File: src/hw/nntp_scan_pkg.sv
package nntp_scan_pkg;

  // Width of the running match count
  localparam int COUNT_W = 16;

  // Progress through the keyword "nntp"
  // S_HIT means the last character completed the keyword
  typedef enum logic [2:0]
  {
    S_IDLE = 3'd0,
    S_N    = 3'd1,
    S_NN   = 3'd2,
    S_NNT  = 3'd3,
    S_HIT  = 3'd4
  } dfa_state_t;

  // One cycle of packet input from the host
  // sop and eop frame a packet of one stream
  // char is only meaningful while char_vld is high
  // Only the low STREAM_ID_W bits of stream_id select a stream
  typedef struct packed
  {
    logic       sop;
    logic       eop;
    logic       char_vld;
    logic [7:0] char;
    logic [7:0] stream_id;
  } pkt_in_t;

  // Host write into the per-stream enable table
  // Only legal between packets
  typedef struct packed
  {
    logic       we;
    logic [7:0] stream;
    logic       enable;
  } cfg_wr_t;

endpackage
File: src/hw/nntp_scan_top.sv
`timescale 1ns/10ps

module nntp_scan_top
#(
  parameter int STREAM_ID_W = 6
)
(
  input  logic                              clk,
  input  logic                              rst_n,
  input  nntp_scan_pkg::pkt_in_t            pkt,
  input  nntp_scan_pkg::cfg_wr_t            cfg,
  output logic [nntp_scan_pkg::COUNT_W-1:0] count,
  output logic                              fired
);

  // Enable bit of the open packet
  logic                      enable;

  // Context restore, one cycle after sop
  nntp_scan_pkg::dfa_state_t restore;
  logic                      restore_vld;

  // Context save at eop
  logic                      save_we;
  logic [STREAM_ID_W-1:0]    save_stream;
  nntp_scan_pkg::dfa_state_t save_state;

  stream_context_mem #(.STREAM_ID_W(STREAM_ID_W)) u_ctx_mem
  (
    .clk         (clk),
    .rst_n       (rst_n),
    .pkt         (pkt),
    .save_we     (save_we),
    .save_stream (save_stream),
    .save_state  (save_state),
    .restore     (restore),
    .restore_vld (restore_vld)
  );

  stream_enable_table #(.STREAM_ID_W(STREAM_ID_W)) u_enable_table
  (
    .clk    (clk),
    .rst_n  (rst_n),
    .cfg    (cfg),
    .pkt    (pkt),
    .enable (enable)
  );

  stream_regex_counter #(.STREAM_ID_W(STREAM_ID_W)) u_counter
  (
    .clk         (clk),
    .rst_n       (rst_n),
    .pkt         (pkt),
    .enable      (enable),
    .restore     (restore),
    .restore_vld (restore_vld),
    .save_we     (save_we),
    .save_stream (save_stream),
    .save_state  (save_state),
    .count       (count),
    .fired       (fired)
  );

endmodule

File: src/hw/stream_regex_counter.sv
`timescale 1ns/10ps

module stream_regex_counter
#(
  parameter int STREAM_ID_W = 6
)
(
  input  logic                                clk,
  input  logic                                rst_n,
  input  nntp_scan_pkg::pkt_in_t              pkt,
  input  logic                                enable,
  input  nntp_scan_pkg::dfa_state_t           restore,
  input  logic                                restore_vld,
  output logic                                save_we,
  output logic [STREAM_ID_W-1:0]              save_stream,
  output nntp_scan_pkg::dfa_state_t           save_state,
  output logic [nntp_scan_pkg::COUNT_W-1:0]   count,
  output logic                                fired
);

  // Automaton inputs, one register stage
  logic                      char_vld_r;
  logic [7:0]                char_r;
  logic                      restore_vld_r;
  nntp_scan_pkg::dfa_state_t restore_r;

  // Automaton outputs
  nntp_scan_pkg::dfa_state_t dfa_state;
  logic                      dfa_accept;
  nntp_scan_pkg::dfa_state_t state_r;
  logic                      accept_r;

  // High the cycle after the automaton stepped on a character
  logic upd_d;

  // Packet has matched so far
  logic spec_match;
  // Includes a hit still in the register stage at eop
  logic match_now;

  // Control side of the pipeline
  always_ff @(posedge clk)
  begin
    if (!rst_n)
    begin
      char_vld_r    <= 1'b0;
      restore_vld_r <= 1'b0;
      upd_d         <= 1'b0;
      accept_r      <= 1'b0;
    end
    else
    begin
      char_vld_r    <= pkt.char_vld;
      restore_vld_r <= restore_vld;
      upd_d         <= char_vld_r;
      // Only a fresh step counts, so a stale S_HIT before a restore is ignored
      accept_r      <= dfa_accept & upd_d;
    end
  end

  // Payload side
  always_ff @(posedge clk)
  begin
    char_r    <= pkt.char;
    restore_r <= restore;
    state_r   <= dfa_state;
  end

  nntp_dfa u_dfa
  (
    .clk            (clk),
    .rst_n          (rst_n),
    .char           (char_r),
    .char_vld       (char_vld_r),
    .state_load     (restore_r),
    .state_load_vld (restore_vld_r),
    .state          (dfa_state),
    .accept         (dfa_accept)
  );

  assign match_now = spec_match | accept_r;

  // Speculative flag and final count
  always_ff @(posedge clk)
  begin
    if (!rst_n)
    begin
      spec_match <= 1'b0;
      count      <= '0;
    end
    else
    begin
      // Disabled stream drops its result at eop
      if (pkt.eop && !enable)
      begin
        spec_match <= 1'b0;
      end
      // New packet starts clean
      else if (restore_vld)
      begin
        spec_match <= 1'b0;
      end
      else if (accept_r)
      begin
        spec_match <= 1'b1;
      end
      if (pkt.eop && enable)
      begin
        count <= count + {{(nntp_scan_pkg::COUNT_W-1){1'b0}}, match_now};
      end
    end
  end

  assign fired = spec_match;

  // State goes back to the context memory only for enabled streams
  assign save_we     = pkt.eop & enable;
  assign save_stream = pkt.stream_id[STREAM_ID_W-1:0];
  // S_HIT behaves as S_IDLE, stored that way so the next packet
  // of the stream does not see an old hit
  assign save_state  = (state_r == nntp_scan_pkg::S_HIT) ? nntp_scan_pkg::S_IDLE : state_r;

  // Host spacing rules, which the fixed latencies rely on
  a_sop_gap: assert property (@(posedge clk) disable iff (!rst_n)
    pkt.sop |-> (!pkt.char_vld) [*3]);

  a_eop_gap: assert property (@(posedge clk) disable iff (!rst_n)
    pkt.char_vld |-> (!pkt.eop) [*3]);

  a_eop_sop: assert property (@(posedge clk) disable iff (!rst_n)
    pkt.eop |-> !pkt.sop);

  a_stream_steady: assert property (@(posedge clk) disable iff (!rst_n)
    pkt.sop |=> $stable(save_stream) throughout pkt.eop [->1]);

endmodule

File: src/hw/stream_enable_table.sv
`timescale 1ns/10ps

module stream_enable_table
#(
  parameter int STREAM_ID_W = 6
)
(
  input  logic                   clk,
  input  logic                   rst_n,
  input  nntp_scan_pkg::cfg_wr_t cfg,
  input  nntp_scan_pkg::pkt_in_t pkt,
  output logic                   enable
);

  localparam int N_STREAMS = 2 ** STREAM_ID_W;

  // Host enable bit per stream, all off after reset
  logic [N_STREAMS-1:0] en_bits;

  always_ff @(posedge clk)
  begin
    if (!rst_n)
    begin
      en_bits <= '0;
    end
    else if (cfg.we)
    begin
      en_bits[cfg.stream[STREAM_ID_W-1:0]] <= cfg.enable;
    end
  end

  // Latched at sop, held for the whole packet
  always_ff @(posedge clk)
  begin
    if (!rst_n)
    begin
      enable <= 1'b0;
    end
    else if (pkt.sop)
    begin
      enable <= en_bits[pkt.stream_id[STREAM_ID_W-1:0]];
    end
  end

  // Table must be quiet from sop through eop
  a_no_cfg_in_pkt: assert property (@(posedge clk) disable iff (!rst_n)
    pkt.sop |-> (!cfg.we) throughout pkt.eop [->1]);

endmodule

File: src/hw/stream_context_mem.sv
`timescale 1ns/10ps

module stream_context_mem
#(
  parameter int STREAM_ID_W = 6
)
(
  input  logic                      clk,
  input  logic                      rst_n,
  input  nntp_scan_pkg::pkt_in_t    pkt,
  input  logic                      save_we,
  input  logic [STREAM_ID_W-1:0]    save_stream,
  input  nntp_scan_pkg::dfa_state_t save_state,
  output nntp_scan_pkg::dfa_state_t restore,
  output logic                      restore_vld
);

  localparam int N_STREAMS = 2 ** STREAM_ID_W;

  // Saved automaton state per stream
  nntp_scan_pkg::dfa_state_t ctx_mem [N_STREAMS];

  // One bit per stream that has had a sop since reset
  logic [N_STREAMS-1:0] seen;

  logic [STREAM_ID_W-1:0] sid;

  assign sid = pkt.stream_id[STREAM_ID_W-1:0];

  // Seen bitmap
  always_ff @(posedge clk)
  begin
    if (!rst_n)
    begin
      seen <= '0;
    end
    else if (pkt.sop)
    begin
      seen[sid] <= 1'b1;
    end
  end

  // Single write port
  // A new stream gets its slot cleared at sop, so a disabled first
  // packet still leaves a clean state behind for the next one
  always_ff @(posedge clk)
  begin
    if (pkt.sop && !seen[sid])
    begin
      ctx_mem[sid] <= nntp_scan_pkg::S_IDLE;
    end
    else if (save_we)
    begin
      ctx_mem[save_stream] <= save_state;
    end
  end

  // Restore value, valid one cycle after sop
  always_ff @(posedge clk)
  begin
    if (pkt.sop)
    begin
      restore <= seen[sid] ? ctx_mem[sid] : nntp_scan_pkg::S_IDLE;
    end
  end

  always_ff @(posedge clk)
  begin
    if (!rst_n)
    begin
      restore_vld <= 1'b0;
    end
    else
    begin
      restore_vld <= pkt.sop;
    end
  end

  // Save comes from the counter at eop, which never shares a cycle with sop
  a_save_not_sop: assert property (@(posedge clk) disable iff (!rst_n)
    save_we |-> !pkt.sop);

endmodule

File: src/hw/nntp_dfa.sv
`timescale 1ns/10ps

module nntp_dfa
(
  input  logic                      clk,
  input  logic                      rst_n,
  input  logic [7:0]                char,
  input  logic                      char_vld,
  input  nntp_scan_pkg::dfa_state_t state_load,
  input  logic                      state_load_vld,
  output nntp_scan_pkg::dfa_state_t state,
  output logic                      accept
);

  // Character folded to lower case
  logic [7:0] char_lc;
  logic       is_n;
  logic       is_t;
  logic       is_p;

  // State reached by the current character
  nntp_scan_pkg::dfa_state_t step;

  // Upper case letters only, other bytes pass unchanged
  always_comb
  begin
    char_lc = char;
    if (char >= 8'h41 && char <= 8'h5a)
    begin
      char_lc = char | 8'h20;
    end
  end

  assign is_n = (char_lc == 8'h6e);
  assign is_t = (char_lc == 8'h74);
  assign is_p = (char_lc == 8'h70);

  // Transition function
  // Default is the mismatch path: an n restarts at S_N, anything else at S_IDLE
  always_comb
  begin
    step = is_n ? nntp_scan_pkg::S_N : nntp_scan_pkg::S_IDLE;
    case (state)
      nntp_scan_pkg::S_N:
      begin
        if (is_n)
        begin
          step = nntp_scan_pkg::S_NN;
        end
      end
      nntp_scan_pkg::S_NN:
      begin
        if (is_t)
        begin
          step = nntp_scan_pkg::S_NNT;
        end
        // "nnn" still ends in "nn"
        else if (is_n)
        begin
          step = nntp_scan_pkg::S_NN;
        end
      end
      nntp_scan_pkg::S_NNT:
      begin
        if (is_p)
        begin
          step = nntp_scan_pkg::S_HIT;
        end
      end
      // S_IDLE and S_HIT both take the mismatch path
      default:
      begin
      end
    endcase
  end

  // Load from the context memory wins over a character
  always_ff @(posedge clk)
  begin
    if (!rst_n)
    begin
      state <= nntp_scan_pkg::S_IDLE;
    end
    else if (state_load_vld)
    begin
      state <= state_load;
    end
    else if (char_vld)
    begin
      state <= step;
    end
  end

  assign accept = (state == nntp_scan_pkg::S_HIT);

  // Restore path and char path are separate pipelines
  // Host spacing keeps them apart
  a_load_char_apart: assert property (@(posedge clk) disable iff (!rst_n)
    !(state_load_vld && char_vld));

endmodule

File: config.mk
export PLATFORM = sky130hd
export DESIGN_NAME = nntp_scan_top
export DESIGN_NICKNAME = d
export VERILOG_FILES = /design/src/hw/nntp_scan_pkg.sv /design/src/hw/nntp_scan_top.sv /design/src/hw/stream_regex_counter.sv /design/src/hw/stream_enable_table.sv /design/src/hw/stream_context_mem.sv /design/src/hw/nntp_dfa.sv
export SDC_FILE = /design/constraint.sdc
export NUM_CORES = 1
export LEC_CHECK = 0
export BUFFER_PORTS_ARGS = -buffer_cell sky130_fd_sc_hd__buf_2
export CAP_MARGIN = 5
export CORE_ASPECT_RATIO = 0.5
export CORE_UTILIZATION = 60
export DETAILED_ROUTE_END_ITERATION = 10
export PLACE_DENSITY = 0.84
export SLEW_MARGIN = 10
export SYNTH_ARGS = -nofsm -noshare
export SYNTH_HDL_FRONTEND = slang
export SYNTH_HIERARCHICAL = 1
export SYNTH_SLANG_ARGS = --single-unit
export TNS_END_PERCENT = 10
File: constraint.sdc
create_clock -name clk -period 4.1 [get_ports clk]
set_clock_uncertainty 0.05 [all_clocks]
set_input_delay 0.41 -clock clk [delete_from_list [all_inputs] [get_ports clk]]
set_output_delay 0.41 -clock clk [all_outputs]
set_load 0.005 [all_outputs]
* After elaboration in Yosys (flattened, before gate mapping) *
Memory sizes are Yosys's and may differ from the RTL's. A register that Yosys moved wholly into a read port is not among the register bits.
Cells that the tools add are included.

word-level totals
  bits in latches = 0
  input port bits = 31
  bits in read-only memories = 0
  word-level logic and storage cells = 71
  memory bits (writable) = 192
  register bits = 168
  memories = 1

cells by class
  equal/unequal tests = 8
  bitwise gates (word level) = 6
  mux-type cells = 24
  multipliers = 0
  div/mod/pow operators = 0
  $add $sub $neg = 1
  reductions and logical operators = 11
  magnitude comparators = 6
  shifts and indexed selects = 0

memories
  name               words  width  rd ports  clocked after memory_dff  write ports  RTL line                  text
  u_ctx_mem.ctx_mem  64     3      1         1                         1            stream_context_mem.sv:21  nntp_scan_pkg::dfa_state_t ctx_mem [N_STREAMS];

operators with widths
  kind                  number
  $bwmux W64            1
  $or A64 B64 Y64       1
  $eq A8 B7 Y1 const B  3
  $mux W3               6
  $add A16 B1 Y16       1
  $lt A6 B7 Y1 const B  2
  $bmux W1 S6           2
  $demux W1 S6          2
  $ge A6 B1 Y1 const B  2
  $mux W1               10
  $pmux W3 S3           1
  $ge A8 B7 Y1 const B  1
  $le A8 B7 Y1 const B  1
  $eq A3 B2 Y1 const B  2
  $eq A3 B3 Y1 const B  2
  $logic_and A1 B1 Y1   6
  $mux W6               1
  $eq A3 B1 Y1 const B  1
  $logic_not A1 Y1      3
  $reduce_or A3 Y1      1
  $and A1 B1 Y1         2
  $mux W2               1
  $or A1 B1 Y1          2
  $reduce_bool A2 Y1    1
  $not A1 Y1            1

* Longest topological paths before layout *
Gate-level depths: netlist of run 1.

  depth in word-level cells = 10
  gate-level depth with buffers = 11
  depth with buffers taken out = 6

* Modules after synthesis *
Netlist of run 1, hierarchy kept.

by module, submodules not included
  module                instances  seq. area each (um^2)  area each (um^2)  cells each
  stream_context_mem    1          7156.9                 11735.0           955
  stream_enable_table   1          1301.2                 3364.5            381
  stream_regex_counter  1          700.7                  1270.0            124
  nntp_dfa              1          60.1                   247.7             33

* Worst setup path after synthesis of run 1 *
Ideal clock, no wire load.

  path type = input -> register
  start point = in pkt[0] in the netlist's numbering
  end point = mem u_ctx_mem/ctx_mem[0][0] in the netlist's numbering, data pin
  arrival time = 2.657 ns
  path slack = 0.954 ns
  setup time = 0.439 ns
  stages = 8
  path buffers = 2
  cells stage by stage = buf_4 mux4_2 mux2_2 a22oi_1 nand2_1 nor4b_4 buf_4 and3b_1

on the way
  longest elaborated chain between the ends = 7

RTL lines
  item                           RTL line                  text
  from (decl)                    nntp_scan_top.sv:10       input nntp_scan_pkg::pkt_in_t pkt,
  $bmux W1 S6                    stream_context_mem.sv:48  if (pkt.sop && !seen[sid])
  $mux W1 (not written as such)  stream_context_mem.sv:48
  $logic_not A1 Y1               stream_context_mem.sv:48
  $logic_and A1 B1 Y1            stream_context_mem.sv:48
  $mux W1                        stream_context_mem.sv:48
  $mux W1 (not written as such)  stream_context_mem.sv:54  ctx_mem[save_stream] <= save_state;
  $mux W3 (no source line)       n/a
  to (decl)                      stream_context_mem.sv:21

No other way between the ends. The select of a mux whose other input is x is not followed.

* Final worst setup path of run 1 *
  start point = in pkt[1] in the netlist's numbering
  end point = mem u_ctx_mem/ctx_mem[40][1] in the netlist's numbering (enable)

on the way
  longest elaborated chain between the ends = 7
  elaborated cells on any way between the ends = 9
  classes of those cells = mux (6); bitwise (1); reduce/logical (2)

RTL lines
  item                               RTL line
  $bmux W1 S6                        stream_context_mem.sv:48
  $mux W1 (not written as such)      stream_context_mem.sv:48
  $logic_not A1 Y1                   stream_context_mem.sv:48
  $logic_and A1 B1 Y1                stream_context_mem.sv:48
  $mux W1                            stream_context_mem.sv:48
  $mux W1, on equally long branches  stream_context_mem.sv:50, stream_context_mem.sv:54
  $or A1 B1 Y1 (no source line)      n/a

Several ways; a longest one is shown, not always the timed one. The select of a mux whose other input is x is not followed.

==> results by group, run 1 <==
Status
  • Status: finished clean

Global routing
  • Global route overflow: 0
  • First-pass GRT wire length: between 60 and 70 mm
  • All-Layer GR Usage: 0.310
  • Initial antenna violation count: 0
  • Vias in the first global route: 12.6k
  • Largest net degree at the start of global routing: approximately 110

Route
  • DR pass1 iterations: 6
  • Wire per inst: 23.6 um
  • Routed WL: 44.4 mm
  • DRC viols: 0
  • Drt via density: 6.72
  • Routed Antenna Nets: 0
  • Total number of vias: 12.6k
  • Iter 0 DRT Violations: 1,803

Place
  • Final HPWL DP: 27.9 mm
  • Gpl congestion: 0.943
  • Place WS: roughly 0.37 ns
  • Buffers added on ports: 42

Die
  • Die X: approximately 240 um
  • Num rows: 42
  • I/O pin count: between 40 and 50
  • Die Area: between 20,000 and 30,000 um2
  • Starting Density: 0.619
  • Die Height: between 100 and 150 um
  • Core ar.: between 20,000 and 30,000 um2

Power
  • Switching Share: 0.234
  • Psw: about 1700 uW
  • Peak supply drop: between 0.2 and 0.3 mV
  • Internal: 5540 uW
  • Clock share of power: 0.398
  • Pwr Density: ~400 nW/um2
  • Total power: between 7000 and 8000 uW
  • Logic pwr share: 0.074
  • Leak: 0.00632 uW
  • Flop pwr share: 0.528

Job
  • Total of max-cap violations: 0

Clocking
  • CTS Buf Count: 31
  • Root buffer cell: clkbuf_16
  • Clk slew on worst S/H paths: approximately 0.07 ns
  • CTS tree: built
  • Cts repair resizes: 0
  • Clock Sinks: ~360
  • Skew-Pair Late Insertion Delay: 0.57 ns
  • CTS Buffer Depth: 3
  • # H-tree levels: 1

Yosys
  • Synthesized area: 16,600 um2
  • Post-synthesis cell count: ~1.5k
  • Post-synth net total: between 1.5k and 2k
  • Synth Warn #: 6
  • Mean post-synth cell area: about 11 um2

Timing
  • Worst slew pin tran: between 1 and 1.5 ns
  • Hold violation count in the final report: 0
  • Setup violators final: 0
  • Final worst path period need: between 3 and 4 ns
  • Slew headroom: 0.155
  • Final worst slack: 0.874 ns
  • Setup TNS: 0 ns
  • RSZ-0062 raised after global routing: false
  • Peak Freq: 0.310 GHz
  • Period utilization: 0.787
  • Final Slew Violations: 0

Setup path
  • Crit path arrival time: roughly 3.4 ns
  • CP required: 4.28 ns
  • Startpoint types: input pin
  • WS Path Type: in -> reg
  • CP max FO: 33
  • CP endpoint kind: flip-flop

Final layout
  • Share of cells above drive strength 1: 0.132
  • Commonest cells after routing, fill and taps aside: 195 x edfxtp_1, 176 x nand2_1, 167 x dfxtp_1, 102 x mux2i_1, 80 x nand3_1
  • # diodes: 0
  • Nets@finish: 1,538
  • Area grow syn2layout: 9.74%
  • Commonest non-fill, non-tap cell in the layout: edfxtp_1

Worst hold path
  • Hold/Removal Path Class: in -> reg
-- registers in the layout, summed over array words and instances (netlist names) --
name / count
u_counter/fired: 1
u_counter/state_r: 3
u_counter/upd_d: 1
u_enable_table/en_bits: 64
u_counter/count: 16
u_counter/restore_vld_r: 1
u_ctx_mem/restore_vld: 1
u_counter/char_r: 7
u_ctx_mem/seen: 64
u_counter/char_vld_r: 1
u_ctx_mem/ctx_mem: 192
u_enable_table/enable: 1
u_counter/restore_r: 3
u_ctx_mem/restore: 3
u_counter/accept_r: 1
u_counter/u_dfa/state: 3
-- what timing repair did --
| action | in CTS | in global routing |
|---|---|---|
| setup buffers | 0 | 0 |
| hold buffers | 8 | 0 |
| endpoints found under the hold margin | 8 | 0 |
-- metal layers --
| metal | global-route usage | up-vias | wire length, um |
|---|---|---|---|
| met5 | 0 | - | 0 |
| met4 | 0.146 | 0 | 2180 |
| met3 | 0.0764 | 189 | 5440 |
| met2 | 0.502 | 912 | 20400 |
| met1 | 0.396 | 6024 | 16400 |
| li1 | - | 5522 | - |
-- stage by stage --
step	utilization	instances	instance area, um2	hold slack, ns
global placement	0.640	1816	17200	0.276
global route	0.680	1881	18200	0.201
finish	0.680	1881	18200	0.194
detailed placement	0.640	1816	17200	0.285
CTS	0.680	1881	18200	0.168
floorplan	-	1492	16600	0.273
-- critical path, cell delays in order --
cell	delay [ns]
buf_2	0.36
nor2b_1	0.63
a22oi_1	0.24
nand3_1	0.14
nand4_1	0.22
nor4b_4	0.39
buf_12	0.29
buf_4	0.28
mux2i_1	0.42
-- power by group through the flow --
stage                     logic, uW  registers, uW  clock network, uW
final                           533           3820               2880
after global routing            552           3820               3050
after CTS                       514           3820               2920
after detailed placement        505           3900                  0
after global placement          491           3900                  0
after floorplan                 347           3900                  0
-- worst paths after layout --
kind,from,to,slack [ns],depth (start not counted)
max,pkt[1],u_ctx_mem/ctx_mem[40][1],0.87,9
min,pkt[17],u_counter/fired,0.19,3
max reg2reg,u_ctx_mem/seen[59],u_ctx_mem/ctx_mem[40][1],0.92,8
min reg2reg,u_ctx_mem/restore[0],u_counter/restore_r[0],0.29,0
-- cell type report --
| type | instances | area (um2) |
|---|---|---|
| flip-flops and latches | 362 | 9200 |
| fillers | 1892 | 8590 |
| multi-input cells | 994 | 6790 |
| clock buffers | 42 | 867 |
| repair buffers | 105 | 761 |
| well taps | 352 | 440 |
| clock inverters | 15 | 113 |
| inverters | 11 | 41.3 |
Note: power is estimated with default switching activity, not from simulation.
==> run 2: changes to the inputs <==
ABC_AREA = 1   (was unset)
CORE_UTILIZATION = 56   (was 60)
PLACE_DENSITY = 0.83   (was 0.84)
clock period = 2.7 ns   (was 4.1 ns; I/O delays follow)
==> results by group, run 2 <==
Global routing
  • First-pass GRT wire length: between 60 and 70 mm
  • Vias in the first global route: approximately 13k
  • Global route overflow: 0
  • Largest net degree at the start of global routing: between 60 and 70
  • Initial antenna violation count: 0
  • All-Layer GR Usage: 0.295

Final layout
  • Max reg flops: 192
  • Commonest non-fill, non-tap cell in the layout: nand2_1
  • Area grow syn2layout: 15.4%
  • Share of cells above drive strength 1: 0.171
  • # diodes: 0
  • Fin util: 0.662
  • Biggest register: u_ctx_mem/ctx_mem
  • Final instance area: roughly 18,000 um2
  • Non-filler cells in the finished layout: approximately 2.3k
  • Commonest cells after routing, fill and taps aside: 441 x nand2_1, 195 x edfxtp_1, 168 x dfxtp_1, 151 x nand3_1, 148 x a21oi_1
  • Top flop regs: u_ctx_mem/ctx_mem (192), u_ctx_mem/seen (64), u_enable_table/en_bits (64)
  • Nets@finish: 1,907

Yosys
  • Synth Area in XOR/XNOR: 0
  • Post-synth top area share: 0.366
  • Synth area leaders: edfxtp_1 37%, dfxtp_1 21%, nand2_1 10%, nand3_1 4.7%, a21oi_1 4.6%
  • Mean post-synth cell area: between 9 and 10 um2
  • Post-synth top area cell: edfxtp_1
  • Most frequent cell after synthesis: nand2_1
  • Netlist cell types: 48
  • Commonest cells in the netlist: 441 x nand2_1, 195 x edfxtp_1, 168 x dfxtp_1
  • Combinational family with the most area after synthesis: simple AND/OR/NAND/NOR gates
  • Multiplexer share of the synthesized area: 0
  • Synth Warn #: 6
  • Adder-Cell Fraction of Synth Area: 0.00157
  • Number of flops mapped to enable cells by yosys: a little under 200
  • Top FF cell, synth: edfxtp_1
  • Post-synthesis compound-gate area fraction: 0.0977
  • Seq cells post-synth: between 300 and 400
  • Synthesized area: between 15,000 and 20,000 um2
  • Post-synthesis cell count: around 1.8k
  • Seq/Total Area, Yosys: 0.577
  • Asr flop ratio synth: 0
  • Synth Area in Simple Gates: 0.258
  • Post-synth net total: 1,790

Place
  • Final HPWL DP: ~27 mm
  • Dpl cell area: about 17,000 um2
  • Buffers added on ports: 43
  • Placed cells: approximately 2.2k
  • Gpl congestion: ~0.91

Clocking
  • CTS Buf Count: 30
  • CTS tree: built
  • Skew-Pair Late Insertion Delay: between 0.5 and 0.6 ns
  • CTS Buffer Depth: 3
  • Post CTS Setup Buffer Count: 0
  • Clk slew on worst S/H paths: approximately 0.070 ns
  • Clock Sinks: ~360
  • Root buffer cell: clkbuf_16
  • # H-tree levels: 1

Route
  • Drt via density: 5.92
  • DRC viols: 0
  • Routed WL: between 40 and 50 mm
  • Routed Antenna Nets: 0
  • Iter 0 DRT Violations: between 1.5k and 2k
  • Wire per inst: ~19 um
  • Total number of vias: about 14k
  • DR pass1 iterations: 6

Setup path
  • Crit path arrival time: 2.89 ns
  • Critical-path top delay cell: dfxtp_1
  • CP max FO: 7
  • CP required: a little under 3 ns
  • Crit-path max cell delay: about 0.3 ns
  • Worst path cell trace: inv_1 -> nand2_1 -> nand3_1 -> nand4_1 -> nand2_1 -> nand2_1 -> nor2_4 -> nand3_4 -> buf_4 -> nand3_1 -> nand2_2 -> buf_4 -> nor2_1 -> nand2_1 -> nor2_2 -> buf_4
  • CP dominant cell by count: nand2_1
  • Crit path max-delay family: simple AND/OR/NAND/NOR gates
  • WS Path Type: reg -> reg
  • Buf+Inv Stages, Crit Path: 4
  • Startpoint types: flip-flop
  • CP endpoint kind: flip-flop

Timing
  • Peak Freq: between 0.3 and 0.4 GHz
  • Slew headroom: 0.145
  • Worst slew pin tran: approximately 1.3 ns
  • Period utilization: 0.979
  • Setup TNS: 0 ns
  • Setup violators final: 0
  • Fin Hold WS: between 0.05 and 0.06 ns
  • Final worst path period need: approximately 2.6 ns
  • Final Slew Violations: 0
  • Hold violation count in the final report: 0
  • RSZ-0062 raised after global routing: true

Power
  • Logic pwr share: 0.075
  • Peak supply drop: around 0.45 mV
  • Flop pwr share: 0.513
  • Switching Share: 0.234
  • Psw: 2660 uW
  • Leak: ~0.0071 uW
  • Clock share of power: 0.411
  • Pwr Density: just over 600 nW/um2
  • Internal: between 8000 and 9000 uW

Die
  • Die Area: between 20,000 and 30,000 um2
  • Num rows: 43
  • Core ar.: ~28,000 um2
  • Starting Density: 0.573
  • Die Height: roughly 120 um
  • Die X: around 240 um
  • I/O pin count: 48

Worst hold path
  • Hold/Removal Path Class: in -> reg

Job
  • Total of max-cap violations: 0

Status
  • Status: finished clean
run 2: final timing paths:
kind              slack [ns]                        to  depth (start not counted)                  from
setup reg to reg        0.06  u_ctx_mem/ctx_mem[49][2]                         16    u_ctx_mem/seen[35]
hold reg to reg         0.32    u_counter/restore_r[2]                          0  u_ctx_mem/restore[2]
hold / removal          0.05      u_ctx_mem/restore[0]                          1               pkt[18]
setup / recovery        0.06  u_ctx_mem/ctx_mem[49][2]                         16    u_ctx_mem/seen[35]
run 2: metrics by stage:
step	total power, uW	worst slack (ns)
floorplan	6460	-0.0688
global placement	6740	-0.143
detailed placement	6760	-0.206
CTS	11300	0.0826
global route	11600	-0.0645
finish	11400	0.0560
run 2: final cells by class:
| type | count | area, um2 |
|---|---|---|
| Tap cell | 382 | 478 |
| Timing Repair Buffer | 167 | 1320 |
| Multi-Input combinational cell | 1172 | 5770 |
| Clock buffer | 42 | 961 |
| Clock inverter | 14 | 124 |
| Inverter | 140 | 567 |
| Sequential cell | 363 | 9220 |
| Fill cell | 2043 | 9430 |
run 2: what timing repair did:
action	CTS	global route
endpoints found under the setup margin	0	173
hold endpoints to repair	11	0
hold buffers	11	0
resized for setup	0	9
run 2: power by group through the flow:
stage	sequential [uW]	clock (uW)	combinational, uW
finish	5830	4680	856
global route	5830	4880	904
CTS	5830	4690	820
detailed placement	5960	0	801
global placement	5950	0	782
floorplan	5950	0	508
run 2: per-layer routing:
metal | GRT usage | wire (um) | vias to the layer above
met4 | 0.0949 | 1460 | 0
met3 | 0.0448 | 4510 | 141
met2 | 0.490 | 20500 | 833
met1 | 0.399 | 16900 | 6344
met5 | 0 | 0 | -
li1 | - | - | 6189
run 2: cells by family (layout without fill, tap and decap cells):
group / Yosys count / count (layout)
and+or+nand+nor: 894 / 894
DFF: 363 / 363
AOI/OAI and AO/OA: 276 / 276
buffers and inverters: 222 / 363
adders and majority gates: 2 / 2
==> run 3: changes to the inputs <==
BUFFER_PORTS_ARGS = -buffer_cell sky130_fd_sc_hd__clkbuf_2   (was -buffer_cell sky130_fd_sc_hd__buf_2)
==> results by group, run 3 (synthesis results as in run 2) <==
Setup path
  • Critical-path top delay cell: nor2_1
  • CP required: just under 3 ns
  • Crit path arrival time: 2.86 ns
  • CP dominant cell by count: nand2_1
  • Startpoint types: flip-flop
  • CP Depth: 13
  • WS Path Type: reg -> reg
  • Reg2reg path depth: 13
  • Buf+Inv Stages, Crit Path: 1
  • Crit path max-delay family: simple AND/OR/NAND/NOR gates
  • Worst path cell trace: inv_1 -> nand2_1 -> nand3_1 -> nand2_1 -> o21ai_1 -> nand2_1 -> nor2_2 -> nand3_4 -> nand2_4 -> nand2_1 -> nand2_2 -> nand3_2 -> nor2_1
  • CP endpoint kind: flip-flop
  • Crit-path max cell delay: around 0.4 ns
  • CP max FO: 11

Die
  • I/O pin count: 48
  • Num rows: 43
  • Die Area: 29,300 um2
  • Die Height: roughly 120 um
  • Starting Density: 0.573
  • Die X: between 200 and 250 um
  • Core ar.: between 20,000 and 30,000 um2

Route
  • Wire per inst: ~19 um
  • Total number of vias: 13.3k
  • Iter 0 DRT Violations: 1,375
  • DR pass1 iterations: 5
  • Routed WL: around 43 mm
  • DRC viols: 0
  • Drt via density: 5.87
  • Routed Antenna Nets: 0

Global routing
  • First-pass GRT wire length: about 67 mm
  • All-Layer GR Usage: 0.298
  • Largest net degree at the start of global routing: between 60 and 70
  • Initial antenna violation count: 1
  • Global route overflow: 0
  • Vias in the first global route: 12.5k

Clocking
  • CTS Buffer Depth: 3
  • Clk slew on worst S/H paths: around 0.07 ns
  • Root buffer cell: clkbuf_16
  • Skew-Pair Late Insertion Delay: 0.58 ns
  • CTS tree: built
  • CTS Buf Count: 31
  • # H-tree levels: 1
  • Clock Sinks: around 360

Power
  • Peak supply drop: 0.534 mV
  • Pwr Density: just over 600 nW/um2
  • Internal: roughly 8600 uW
  • Clock share of power: 0.413
  • Leak: about 0.007 uW
  • Logic pwr share: 0.075
  • Psw: ~2800 uW
  • Switching Share: 0.243
  • Flop pwr share: 0.512

Final layout
  • Share of cells above drive strength 1: 0.170
  • Max reg flops: approximately 190
  • Final instance area: about 18,000 um2
  • Nets@finish: ~1.9k
  • Fin util: 0.659
  • Biggest register: u_ctx_mem/ctx_mem
  • Area grow syn2layout: 15.0%
  • # diodes: 0
  • Commonest cells after routing, fill and taps aside: 441 x nand2_1, 195 x edfxtp_1, 168 x dfxtp_1, 151 x nand3_1, 148 x a21oi_1
  • Commonest non-fill, non-tap cell in the layout: nand2_1
  • Top flop regs: u_ctx_mem/ctx_mem (192), u_ctx_mem/seen (64), u_enable_table/en_bits (64)

Timing
  • Final Slew Violations: 0
  • Period utilization: 0.985
  • Final worst path period need: roughly 2.7 ns
  • Worst slew pin tran: 0.768 ns
  • Setup violators final: 0
  • RSZ-0062 raised after global routing: true
  • Peak Freq: 0.376 GHz
  • Hold violation count in the final report: 0
  • Slew headroom: 0.488

Place
  • Buffers added on ports: 43
  • Gpl congestion: approximately 0.94
  • Dpl cell area: roughly 17,000 um2
  • Final HPWL DP: between 20 and 30 mm

Worst hold path
  • Hold/Removal Path Class: in -> reg
  • Hold Crit Depth: 3

Status
  • Status: finished clean

Job
  • Total of max-cap violations: 0
==> run 3: cell count changes in the layout (fill, tap and decap cells not counted), moves of 2 or more <==
| cell | before | now |
|---|---|---|
| nor2_2 | 29 | 37 |
| clkbuf_8 | 8 | 3 |
| clkbuf_2 | 0 | 42 |
| buf_4 | 101 | 83 |
| buf_2 | 43 | 1 |
| nor2_1 | 143 | 136 |
| inv_6 | 4 | 6 |
| nand4_2 | 8 | 5 |
| buf_12 | 12 | 15 |
| bufinv_16 | 1 | 3 |
| clkbuf_16 | 34 | 32 |
| nand4_4 | 2 | 5 |
| clkinvlp_4 | 3 | 8 |
==> run 3: layout make-up <==
type,instances,area (um2)
clock buffer,35,842
clock inverter,23,231
fill,2083,9490
inverter,140,567
multi-input combinational,1172,5800
sequential,363,9220
tap,382,478
timing repair buffer,151,1240
==> run 3: metal layers <==
metal | wire length (um) | track usage | part of all wire
met5 | 12 | 0 | 0.00028
met4 | 1350 | 0.106 | 0.031
met3 | 4750 | 0.0705 | 0.11
met2 | 20700 | 0.494 | 0.48
met1 | 16600 | 0.381 | 0.38
==> run 3: worst register-to-register path, delay by kind of cell, from the launching register on <==
| family | cells | cell delay [ns] |
|---|---|---|
| buffers and inverters | 1 | 0.09 |
| AO/OA/AOI/OAI | 1 | 0.11 |
| flip-flops | 1 | 0.30 |
| AND/OR/NAND/NOR | 11 | 1.78 |
==> run 3: timing repair <==
item                       CTS  global route
hold buffers                10             0
setup buffers                0             0
resized for setup            0            17
hold endpoints to repair    10             0
setup endpoints to repair    0           116
==> run 3: path summary, 6_finish.rpt <==
check / end / slack, ns / start
min reg2reg: u_counter/restore_r[2] / 0.30 / u_ctx_mem/restore[2]
max: u_ctx_mem/ctx_mem[17][1] / 0.04 / u_ctx_mem/seen[46]
min: u_ctx_mem/restore_vld / 0.10 / pkt[18]
max reg2reg: u_ctx_mem/ctx_mem[17][1] / 0.04 / u_ctx_mem/seen[46]
==> run 3: power by group through the flow <==
stage | Combinational [uW] | Clock (uW) | Sequential, uW
after floorplan | 508 | 0 | 5950
after global placement | 782 | 0 | 5950
after detailed placement | 796 | 0 | 5960
after CTS | 817 | 4730 | 5830
after global routing | 902 | 4960 | 5840
final | 854 | 4710 | 5830
==> run 3: stage by stage <==
stage	setup slack (ns)	hold WS [ns]	power, uW	TNS [ns]	cells
after floorplan	-0.0688	0.248	6460	-13.21	1757
after global placement	-0.147	0.275	6740	-17.19	2198
after detailed placement	-0.241	0.283	6750	-30.50	2198
after CTS	0.0309	0.0902	11400	0	2266
after global routing	-0.0789	0.0920	11700	-2.86	2266
final	0.0399	0.102	11400	0	2266
